## config.mk

```make
export PLATFORM = sky130hd
export DESIGN_NAME = stw_systolic_top
export DESIGN_NICKNAME = d
export VERILOG_FILES = /design/src/sa_cfg_pkg.sv /design/src/sa_ctl_pkg.sv /design/src/stw_bus_if.sv /design/src/mac_pe.sv /design/src/skew_line.sv /design/src/systolic_array.sv /design/src/self_test_ctrl.sv /design/src/stw_systolic_top.sv
export SDC_FILE = /design/constraint.sdc
export NUM_CORES = 2
export LEC_CHECK = 0
export BUFFER_PORTS_ARGS = -buffer_cell sky130_fd_sc_hd__buf_2
export CAP_MARGIN = 20
export CORE_MARGIN = 4
export CORE_UTILIZATION = 30
export CTS_CLUSTER_DIAMETER = 50
export DETAILED_ROUTE_END_ITERATION = 10
export PLACE_DENSITY = 0.53
export SYNTH_ARGS = -nofsm -noshare
export SYNTH_HDL_FRONTEND = slang
export SYNTH_SLANG_ARGS = --single-unit
export TNS_END_PERCENT = 50
```

## constraint.sdc

```tcl
create_clock -name clk -period 12 [get_ports clk]
set_input_delay 3.6 -clock clk [delete_from_list [all_inputs] [get_ports clk]]
set_output_delay 3.6 -clock clk [all_outputs]
set_load 0.02 [all_outputs]
```

## src/sa_cfg_pkg.sv

```systemverilog
package sa_cfg_pkg;

    // Default grid size
    localparam int DEF_ROWS = 4;
    localparam int DEF_COLS = 4;

    localparam int DATA_W = 8;
    // Product width plus headroom for summing DEF_ROWS products
    localparam int ACC_W  = 2 * DATA_W + $clog2(DEF_ROWS);

    typedef logic [DATA_W-1:0] data_t;  // Activations and weights
    typedef logic [ACC_W-1:0]  acc_t;   // Partial sums

endpackage

```

## src/sa_ctl_pkg.sv

```systemverilog
package sa_ctl_pkg;

    // Per-PE multiplier fault codes
    typedef enum logic [1:0] {
        FI_NONE   = 2'd0,
        FI_STUCK0 = 2'd1,   // Product forced to zero
        FI_STUCK1 = 2'd2,   // Product forced to all ones
        FI_FLIP   = 2'd3    // Product bit 0 inverted
    } fault_e;

    typedef enum logic [1:0] {
        ST_IDLE,
        ST_CLEAR,
        ST_RUN,
        ST_DONE
    } st_state_e;

    localparam int N_TEST_VEC = 3;

    typedef struct packed {
        sa_cfg_pkg::data_t op1;
        sa_cfg_pkg::data_t op2;
        sa_cfg_pkg::acc_t  add;
        sa_cfg_pkg::acc_t  expected;
    } st_vec_t;

    // Odd product, even product, then zero product with a nonzero add
    localparam st_vec_t TEST_VECS [N_TEST_VEC] = '{
        '{op1: 7, op2: 5, add: 3,   expected: 38},
        '{op1: 6, op2: 4, add: 1,   expected: 25},
        '{op1: 0, op2: 9, add: 100, expected: 100}
    };

endpackage

```

## src/stw_bus_if.sv

```systemverilog
`timescale 1ns/1ps

// Self-test vector broadcast from the controller to every PE
interface stw_bus_if;

    sa_cfg_pkg::data_t op1;
    sa_cfg_pkg::data_t op2;
    sa_cfg_pkg::acc_t  add;
    sa_cfg_pkg::acc_t  expected;
    logic              clear;   // Empties the sticky fail flags
    logic              check;   // Compare against expected this cycle

    modport ctrl (output op1, op2, add, expected, clear, check);

    modport pe (input op1, op2, add, expected, clear, check);

endinterface

```

## src/mac_pe.sv

```systemverilog
`timescale 1ns/1ps

module mac_pe (
    input  logic               clk,
    input  logic               rst,
    input  logic               weight_load,
    input  sa_cfg_pkg::data_t  top_weight,
    output sa_cfg_pkg::data_t  down_weight,
    input  sa_cfg_pkg::data_t  left_act,
    output sa_cfg_pkg::data_t  right_act,
    input  sa_cfg_pkg::acc_t   top_psum,
    output sa_cfg_pkg::acc_t   bottom_psum,
    input  sa_ctl_pkg::fault_e fault_inject,
    input  logic               bypass,
    output logic               fail,
    stw_bus_if.pe              st
);

    localparam int PROD_W = 2 * sa_cfg_pkg::DATA_W;

    sa_cfg_pkg::data_t weight;
    sa_cfg_pkg::data_t mul_a;
    sa_cfg_pkg::data_t mul_b;
    logic [PROD_W-1:0] prod;
    sa_cfg_pkg::acc_t  st_result;

    // Stationary weight that also forms one stage of the column load chain
    always_ff @(posedge clk) begin
        if (rst) begin
            weight <= '0;
        end else if (weight_load) begin
            weight <= top_weight;
        end
    end

    assign down_weight = weight;

    // Self-test borrows the multiplier while check is high
    assign mul_a = st.check ? st.op1 : left_act;
    assign mul_b = st.check ? st.op2 : weight;

    always_comb begin
        prod = mul_a * mul_b;
        case (fault_inject)
            sa_ctl_pkg::FI_STUCK0: prod = '0;
            sa_ctl_pkg::FI_STUCK1: prod = '1;
            sa_ctl_pkg::FI_FLIP:   prod[0] = ~prod[0];
            default: ;
        endcase
    end

    assign st_result = sa_cfg_pkg::acc_t'(prod) + st.add;

    always_ff @(posedge clk) begin
        if (rst || st.clear) begin
            fail <= 1'b0;
        end else if (st.check && (st_result != st.expected)) begin
            fail <= 1'b1;   // Sticky until the next clear
        end
    end

    // Bypass keeps the pipeline depth and drops this PE's term
    always_ff @(posedge clk) begin
        right_act <= left_act;
        if (bypass) begin
            bottom_psum <= top_psum;
        end else begin
            bottom_psum <= top_psum + sa_cfg_pkg::acc_t'(prod);
        end
    end

endmodule

```

## src/skew_line.sv

```systemverilog
`timescale 1ns/1ps

module skew_line #(
    parameter int  LANES     = 4,
    parameter bit  REVERSE   = 1'b0,
    parameter type payload_t = sa_cfg_pkg::data_t
) (
    input  logic     clk,
    input  logic     rst,
    input  logic     valid_in,
    input  payload_t lanes_in  [LANES],
    output payload_t lanes_out [LANES],
    output logic     valid_out
);

    logic [LANES-1:0] valid_sr;

    // Valid chain is LANES deep in both modes
    always_ff @(posedge clk) begin
        if (rst) begin
            valid_sr <= '0;
        end else begin
            valid_sr[0] <= valid_in;
            for (int k = 1; k < LANES; k++) begin
                valid_sr[k] <= valid_sr[k-1];
            end
        end
    end

    assign valid_out = valid_sr[LANES-1];

    for (genvar i = 0; i < LANES; i++) begin : g_lane
        localparam int DEPTH = REVERSE ? (LANES - i) : i;

        if (DEPTH == 0) begin : g_wire
            assign lanes_out[i] = lanes_in[i];
        end else begin : g_sr
            payload_t sr [DEPTH];

            always_ff @(posedge clk) begin
                sr[0] <= lanes_in[i];
                for (int k = 1; k < DEPTH; k++) begin
                    sr[k] <= sr[k-1];
                end
            end

            assign lanes_out[i] = sr[DEPTH-1];
        end
    end

endmodule

```

## src/systolic_array.sv

```systemverilog
`timescale 1ns/1ps

module systolic_array #(
    parameter int ROWS = 4,
    parameter int COLS = 4
) (
    input  logic               clk,
    input  logic               rst,
    input  logic               weight_load,
    input  sa_cfg_pkg::data_t  weight_in    [COLS],
    input  sa_cfg_pkg::data_t  act_in       [ROWS],
    output sa_cfg_pkg::acc_t   psum_out     [COLS],
    input  sa_ctl_pkg::fault_e fault_inject [ROWS][COLS],
    input  logic               bypass       [ROWS][COLS],
    output logic               fail         [ROWS][COLS],
    stw_bus_if.pe              st
);

    // One extra row/column so edge PEs need no special case
    sa_cfg_pkg::data_t w_bus [ROWS+1][COLS];
    sa_cfg_pkg::data_t a_bus [ROWS][COLS+1];
    sa_cfg_pkg::acc_t  p_bus [ROWS+1][COLS];

    for (genvar c = 0; c < COLS; c++) begin : g_col_edge
        assign w_bus[0][c] = weight_in[c];
        assign p_bus[0][c] = '0;
        assign psum_out[c] = p_bus[ROWS][c];
    end

    for (genvar r = 0; r < ROWS; r++) begin : g_row_edge
        assign a_bus[r][0] = act_in[r];
    end

    for (genvar r = 0; r < ROWS; r++) begin : g_row
        for (genvar c = 0; c < COLS; c++) begin : g_col
            mac_pe u_pe (
                .clk          (clk),
                .rst          (rst),
                .weight_load  (weight_load),
                .top_weight   (w_bus[r][c]),
                .down_weight  (w_bus[r+1][c]),
                .left_act     (a_bus[r][c]),
                .right_act    (a_bus[r][c+1]),
                .top_psum     (p_bus[r][c]),
                .bottom_psum  (p_bus[r+1][c]),
                .fault_inject (fault_inject[r][c]),
                .bypass       (bypass[r][c]),
                .fail         (fail[r][c]),
                .st           (st)
            );
        end
    end

endmodule

```

## src/self_test_ctrl.sv

```systemverilog
`timescale 1ns/1ps

module self_test_ctrl #(
    parameter int ROWS = 4,
    parameter int COLS = 4
) (
    input  logic    clk,
    input  logic    rst,
    input  logic    st_req,
    output logic    st_ack,
    output logic    st_busy,
    input  logic    fail      [ROWS][COLS],
    output logic    fault_map [ROWS][COLS],
    stw_bus_if.ctrl st
);

    localparam int IDX_W = $clog2(sa_ctl_pkg::N_TEST_VEC);

    sa_ctl_pkg::st_state_e state;
    logic [IDX_W-1:0]      vec_idx;
    sa_ctl_pkg::st_vec_t   cur_vec;

    always_ff @(posedge clk) begin
        if (rst) begin
            state     <= sa_ctl_pkg::ST_IDLE;
            vec_idx   <= '0;
            st_ack    <= 1'b0;
            fault_map <= '{default: 1'b0};
        end else begin
            case (state)
                sa_ctl_pkg::ST_IDLE: begin
                    if (!st_req) begin
                        st_ack <= 1'b0;     // Closes the four-phase cycle
                    end else if (!st_ack) begin
                        state <= sa_ctl_pkg::ST_CLEAR;
                    end
                end
                sa_ctl_pkg::ST_CLEAR: begin
                    vec_idx <= '0;
                    state   <= sa_ctl_pkg::ST_RUN;
                end
                sa_ctl_pkg::ST_RUN: begin
                    if (vec_idx == IDX_W'(sa_ctl_pkg::N_TEST_VEC - 1)) begin
                        state <= sa_ctl_pkg::ST_DONE;
                    end else begin
                        vec_idx <= vec_idx + 1'b1;
                    end
                end
                sa_ctl_pkg::ST_DONE: begin
                    // Last compare has landed in the fail flags by now
                    fault_map <= fail;
                    st_ack    <= 1'b1;
                    state     <= sa_ctl_pkg::ST_IDLE;
                end
                default: state <= sa_ctl_pkg::ST_IDLE;
            endcase
        end
    end

    // Busy also covers a request that has not been taken yet
    assign st_busy = (state != sa_ctl_pkg::ST_IDLE) || (st_req && !st_ack);

    assign cur_vec     = sa_ctl_pkg::TEST_VECS[vec_idx];
    assign st.op1      = cur_vec.op1;
    assign st.op2      = cur_vec.op2;
    assign st.add      = cur_vec.add;
    assign st.expected = cur_vec.expected;
    assign st.clear    = (state == sa_ctl_pkg::ST_CLEAR);
    assign st.check    = (state == sa_ctl_pkg::ST_RUN);

endmodule

```

## src/stw_systolic_top.sv

```systemverilog
`timescale 1ns/1ps

// psum_valid rises on the (ROWS+COLS)-th rising edge counted from, and
// including, the edge that samples act_valid
module stw_systolic_top #(
    parameter int ROWS = sa_cfg_pkg::DEF_ROWS,
    parameter int COLS = sa_cfg_pkg::DEF_COLS
) (
    input  logic                                clk,
    input  logic                                rst,
    input  logic                                weight_load,
    input  logic [COLS*sa_cfg_pkg::DATA_W-1:0]  weight_in,
    input  logic                                act_valid,
    input  logic [ROWS*sa_cfg_pkg::DATA_W-1:0]  act_in,
    output logic                                psum_valid,
    output logic [COLS*sa_cfg_pkg::ACC_W-1:0]   psum_out,
    input  logic [ROWS*COLS*2-1:0]              fault_inject,
    input  logic                                st_req,
    output logic                                st_ack,
    output logic                                st_busy,
    output logic [ROWS*COLS-1:0]                fault_map
);

    localparam int DW = sa_cfg_pkg::DATA_W;
    localparam int AW = sa_cfg_pkg::ACC_W;

    sa_cfg_pkg::data_t  w_arr     [COLS];
    sa_cfg_pkg::data_t  act_arr   [ROWS];
    sa_cfg_pkg::data_t  act_skew  [ROWS];
    sa_cfg_pkg::acc_t   psum_arr  [COLS];
    sa_cfg_pkg::acc_t   psum_dsk  [COLS];
    sa_ctl_pkg::fault_e fi_arr    [ROWS][COLS];
    logic               fail_arr  [ROWS][COLS];
    logic               fmap_arr  [ROWS][COLS];
    logic               skew_valid;

    stw_bus_if st_bus ();

    for (genvar r = 0; r < ROWS; r++) begin : g_row
        assign act_arr[r] = act_in[r*DW +: DW];
        for (genvar c = 0; c < COLS; c++) begin : g_col
            assign fi_arr[r][c] = sa_ctl_pkg::fault_e'(fault_inject[(r*COLS+c)*2 +: 2]);
            assign fault_map[r*COLS+c] = fmap_arr[r][c];
        end
    end

    for (genvar c = 0; c < COLS; c++) begin : g_col_io
        assign w_arr[c]            = weight_in[c*DW +: DW];
        assign psum_out[c*AW +: AW] = psum_dsk[c];
    end

    skew_line #(
        .LANES     (ROWS),
        .REVERSE   (1'b0),
        .payload_t (sa_cfg_pkg::data_t)
    ) u_in_skew (
        .clk       (clk),
        .rst       (rst),
        .valid_in  (act_valid),
        .lanes_in  (act_arr),
        .lanes_out (act_skew),
        .valid_out (skew_valid)
    );

    systolic_array #(
        .ROWS (ROWS),
        .COLS (COLS)
    ) u_array (
        .clk          (clk),
        .rst          (rst),
        .weight_load  (weight_load),
        .weight_in    (w_arr),
        .act_in       (act_skew),
        .psum_out     (psum_arr),
        .fault_inject (fi_arr),
        .bypass       (fmap_arr),   // Faulty PEs are bypassed
        .fail         (fail_arr),
        .st           (st_bus.pe)
    );

    skew_line #(
        .LANES     (COLS),
        .REVERSE   (1'b1),
        .payload_t (sa_cfg_pkg::acc_t)
    ) u_out_deskew (
        .clk       (clk),
        .rst       (rst),
        .valid_in  (skew_valid),
        .lanes_in  (psum_arr),
        .lanes_out (psum_dsk),
        .valid_out (psum_valid)
    );

    self_test_ctrl #(
        .ROWS (ROWS),
        .COLS (COLS)
    ) u_st_ctrl (
        .clk       (clk),
        .rst       (rst),
        .st_req    (st_req),
        .st_ack    (st_ack),
        .st_busy   (st_busy),
        .fail      (fail_arr),
        .fault_map (fmap_arr),
        .st        (st_bus.ctrl)
    );

endmodule

```

==> implementation parameters <==
Parameter                              Value

Cells and area
  Fraction of layout cells with a size suffix above 1    6.75%
  Most frequent cells in the layout    972 x sky130_fd_sc_hd__inv_1, 866 x sky130_fd_sc_hd__ha_1, 773 x sky130_fd_sc_hd__dfxtp_1
  Area occupied by multi-input gates    approximately 54000 um2
  FILL cells    around 26000
  Sequential standard cell area    approximately 15000 um2
  Net count, final    10300
  Area grow syn2layout    11.9%
  Leading cell type in the layout, fill and taps excluded    sky130_fd_sc_hd__inv_1

Run
  Total of max-cap violations    0

Timing
  Final number of max-transition violations    0
  Tightest hold margin    between 200 and 300 ps
  Final hold violation count    0
  Top achievable clock speed    roughly 110 MHz
  Final clock period utilization by the worst path    77.7%
  Min cycle time layout    about 9300 ps
  Clock Skews    ~37 ps
  Worst slew margin relative to its limit    between 20% and 30%
  Final sum of negative setup slack    0 ps
  Slew at the pin closest to its max-slew limit    between 1000 and 1500 ps
  Final setup violation count    0
  Unrepaired setup endpoints after global routing    false

Detailed routing
  Count of routing violations after the opening detailed-route iteration    around 4100
  Number of optimization iterations in the first detailed-route pass    6
  Per-cell via count in the routed design    between 5 and 6
  Routed wirelength normalized by instance count    between 15 and 20 um
  Detailed-route DRC error count    0
  Total via count in the routed design    roughly 61000
  Antenna violation net count after detailed routing    0
  Final routed wirelength across all metal layers    229000 um

Worst setup path
  Setup slack on the worst flop-to-flop path    about 2700 ps
  Reg-to-reg critical path startpoint    u_st_ctrl.state[0]
  Critical path class    register to register
  WP data required    roughly 13000 ps
  Logic depth of the worst register-to-register path    26
  Worst setup EP type    register
  Worst Setup Start Kind    register
  CP arrival    ~10000 ps
  Critical path's top delay family    adder cells
  Worst R2R End    u_array.g_row[1].g_col[0].u_pe.bottom_psum[15]
  Crit path buffers/inverters    6
  Worst-path fanout max    48
  Largest stage delay on the critical path    roughly 730 ps
  Slowest stage cell, crit path    sky130_fd_sc_hd__buf_4

Placed design
  Total half-perimeter wirelength after legalization and detailed placement    182000 um
  Gpl congestion    between 0.8 and 0.9
  Port Buf Inserts    191

Floorplanning
  Initial standard-cell utilization of the core    between 30 and 40%
  FP Rows    between 150 and 200
  Placeable core region    between 200000 and 250000 um2
  Die area    about 260000 um2
  Chip Width    a little over 500 um
  Die height    about 510 um
  Number of top-level design ports    192

Power and ir drop
  Static leakage power    approximately 0.041 uW
  Largest voltage drop on the vdd net    approximately 100 uV
  Areal power density over the cells    approximately 180 nW/um2

Logic synthesis
  Share of flip-flops with an asynchronous set or reset after synthesis    0%
  Netlist area before placement    ~74000 um2
  Ys flop type    sky130_fd_sc_hd__dfxtp_1
  Synth Net Count    ~10000
  Seq cells post-synth    roughly 770
  Portion of the post-synthesis area used by sequential elements    between 20% and 30%
  Cells after synthesis    ~8700
  Number of distinct library cell variants in the gate-level netlist after synthesis    97
  Mean area per synthesized cell    between 8 and 9 um2
  Number of flops mapped to enable cells by yosys    0
  Yosys warnings    0

GRT
  Wire length of the first global-routing pass    between 300000 and 400000 um
  Total global routing track utilization    about 18%
  Number of global-route vias before repair    roughly 61000
  Maximum number of pins on one net before global-route repair    59
  Initial antenna violation count    26
  Leftover overflow at the end of global routing    0

CTS
  TritonCTS buffer count    131
  Hold-fix buffers, CTS    0
  Clock insertion delay at the later pin of the skew report    around 800 ps
  Number of buffers between clock root and the deepest sink    3
  Clock tree from TritonCTS    built
  Total setup buffers inserted after CTS    0
  Clock slew at reported path FFs    60 ps
  CTS Sinks    between 700 and 800
  Number of gates resized after cts    0
  Buffer type at the clock tree root    sky130_fd_sc_hd__clkbuf_16
  H-tree Lvls    4

Min path
  Hold Path Cell Cnt    0
  Worst hold-check path type    register to register
  Worst min-delay path startpoint    u_out_deskew.g_lane[0].g_sr.sr[0][13]
  Hold Crit Endpoint    u_out_deskew.g_lane[0].g_sr.sr[1][13]

Status
  Result of the run    complete, no violations
[power breakdown]
| part | internal [uW] | leakage (uW) | switching, uW |
|---|---|---|---|
| Clock | 2370 | 0.00222 | 1490 |
| Combinational | 2770 | 0.0320 | 4410 |
| Sequential | 3420 | 0.00646 | 538 |
| Total | 8560 | 0.0407 | 6440 |
[cell usage after synthesis (13+ instances only)]
cell type / n / area, um2
sky130_fd_sc_hd__a31o_2: 27 / 236
sky130_fd_sc_hd__ha_1: 872 / 10900
sky130_fd_sc_hd__o22ai_1: 18 / 113
sky130_fd_sc_hd__a21oi_1: 427 / 2140
sky130_fd_sc_hd__o2111ai_1: 27 / 236
sky130_fd_sc_hd__o211ai_1: 43 / 323
sky130_fd_sc_hd__o31ai_1: 69 / 518
sky130_fd_sc_hd__a21o_1: 169 / 1270
sky130_fd_sc_hd__nor2_1: 757 / 2840
sky130_fd_sc_hd__o21a_1: 65 / 488
sky130_fd_sc_hd__o21ai_0: 387 / 1940
sky130_fd_sc_hd__or2_2: 22 / 138
sky130_fd_sc_hd__o21bai_1: 42 / 315
sky130_fd_sc_hd__and2_1: 545 / 3410
sky130_fd_sc_hd__nor2b_1: 207 / 1290
sky130_fd_sc_hd__a211o_1: 38 / 333
sky130_fd_sc_hd__buf_4: 52 / 390
sky130_fd_sc_hd__nor3b_1: 27 / 203
sky130_fd_sc_hd__or3_1: 43 / 269
sky130_fd_sc_hd__xor2_1: 148 / 1300
sky130_fd_sc_hd__fa_1: 604 / 12100
sky130_fd_sc_hd__and3_1: 59 / 369
sky130_fd_sc_hd__nand2_1: 691 / 2590
sky130_fd_sc_hd__buf_1: 27 / 101
sky130_fd_sc_hd__a211oi_1: 71 / 533
sky130_fd_sc_hd__nor4_1: 30 / 188
sky130_fd_sc_hd__nand3_1: 160 / 801
sky130_fd_sc_hd__mux2_2: 37 / 417
sky130_fd_sc_hd__dfxtp_1: 773 / 15500
sky130_fd_sc_hd__nand2b_1: 89 / 557
sky130_fd_sc_hd__nand3b_1: 15 / 113
sky130_fd_sc_hd__xnor2_1: 234 / 2050
sky130_fd_sc_hd__nand4_1: 28 / 175
sky130_fd_sc_hd__a22oi_1: 15 / 113
sky130_fd_sc_hd__a2111oi_0: 26 / 228
sky130_fd_sc_hd__inv_1: 973 / 3650
sky130_fd_sc_hd__clkbuf_1: 188 / 706
sky130_fd_sc_hd__nor4b_1: 15 / 131
sky130_fd_sc_hd__mux2i_1: 182 / 1820
sky130_fd_sc_hd__a31oi_1: 74 / 463
sky130_fd_sc_hd__a41oi_1: 24 / 210
sky130_fd_sc_hd__o41ai_1: 17 / 149
sky130_fd_sc_hd__a311oi_1: 13 / 114
sky130_fd_sc_hd__nor3_1: 140 / 701
[worst max-delay path by stage]
stage	startpoint	endpoint	slack [ps]	cells past startpoint
6_report	u_st_ctrl.state[0]	u_array.g_row[1].g_col[0].u_pe.bottom_psum[15]	2680	26
5_1_grt	u_st_ctrl.state[0]	u_array.g_row[1].g_col[0].u_pe.bottom_psum[15]	2150	26
4_1_cts	u_st_ctrl.state[0]	u_array.g_row[1].g_col[0].u_pe.bottom_psum[15]	2720	26
3_5_place_dp	act_in[2]	u_array.g_row[0].g_col[0].u_pe.fail	2590	22
3_3_place_gp	act_in[2]	u_array.g_row[0].g_col[0].u_pe.fail	2440	22
2_1_floorplan	act_in[2]	u_array.g_row[0].g_col[0].u_pe.fail	3280	21
[cells by family after synthesis]
| group | after synthesis | share of synthesized area, % |
|---|---|---|
| mux | 219 | 3.02 |
| buf+inv | 1249 | 6.59 |
| xor+xnor | 382 | 4.51 |
| flops | 773 | 20.9 |
| compound gates | 1676 | 14.8 |
| fa+ha+maj | 1477 | 31.0 |
| simple gates | 2880 | 19.2 |
[sequential cells by signal, summed over array words and instances, names as in the netlist]
| signal | cells |
|---|---|
| u_in_skew.g_lane.g_sr.sr | 48 |
| u_st_ctrl.vec_idx | 2 |
| u_out_deskew.valid_sr | 4 |
| u_in_skew.valid_sr | 4 |
| u_array.g_row.g_col.u_pe.fail | 16 |
| u_st_ctrl.st_ack | 1 |
| u_array.g_row.g_col.u_pe.right_act | 96 |
| u_array.g_row.g_col.u_pe.down_weight | 128 |
| u_out_deskew.g_lane.g_sr.sr | 180 |
| u_array.g_row.g_col.u_pe.bottom_psum | 276 |
| u_st_ctrl.fault_map | 16 |
| u_st_ctrl.state | 2 |
[metal layers]
metal  track usage (%)  up-vias  share of wire, %
met5                 0        -             0.012
met4              6.06        4               3.5
met3              2.62      331               5.4
met2              27.6     1636                44
met1              24.7    29900                47
li1                  -    29500                 -
[stage by stage]
| stage | util, % | power (uW) | setup slack [ps] | instances | area, um2 |
|---|---|---|---|---|---|
| CTS | 33.7 | 15100 | 2720 | 12100 | 82900 |
| floorplan | - | 9020 | 3280 | 8656 | 74200 |
| global placement | 31.9 | 11000 | 2440 | 11800 | 78400 |
| detailed placement | 31.9 | 11100 | 2590 | 11800 | 78400 |
| global route | 33.7 | 16200 | 2150 | 12100 | 83000 |
| finish | 33.7 | 15000 | 2680 | 12100 | 83000 |
[final cells by class]
class	count	share of cell area (%)
clock buffers	159	4.25
repair buffers	237	1.64
multi-input cells	6634	64.9
well taps	3220	4.85
flip-flops and latches	773	18.6
inverters	977	4.42
clock inverters	77	1.22
diodes	11	0.0332
No activity file was read; power rests on OpenSTA's default activity.
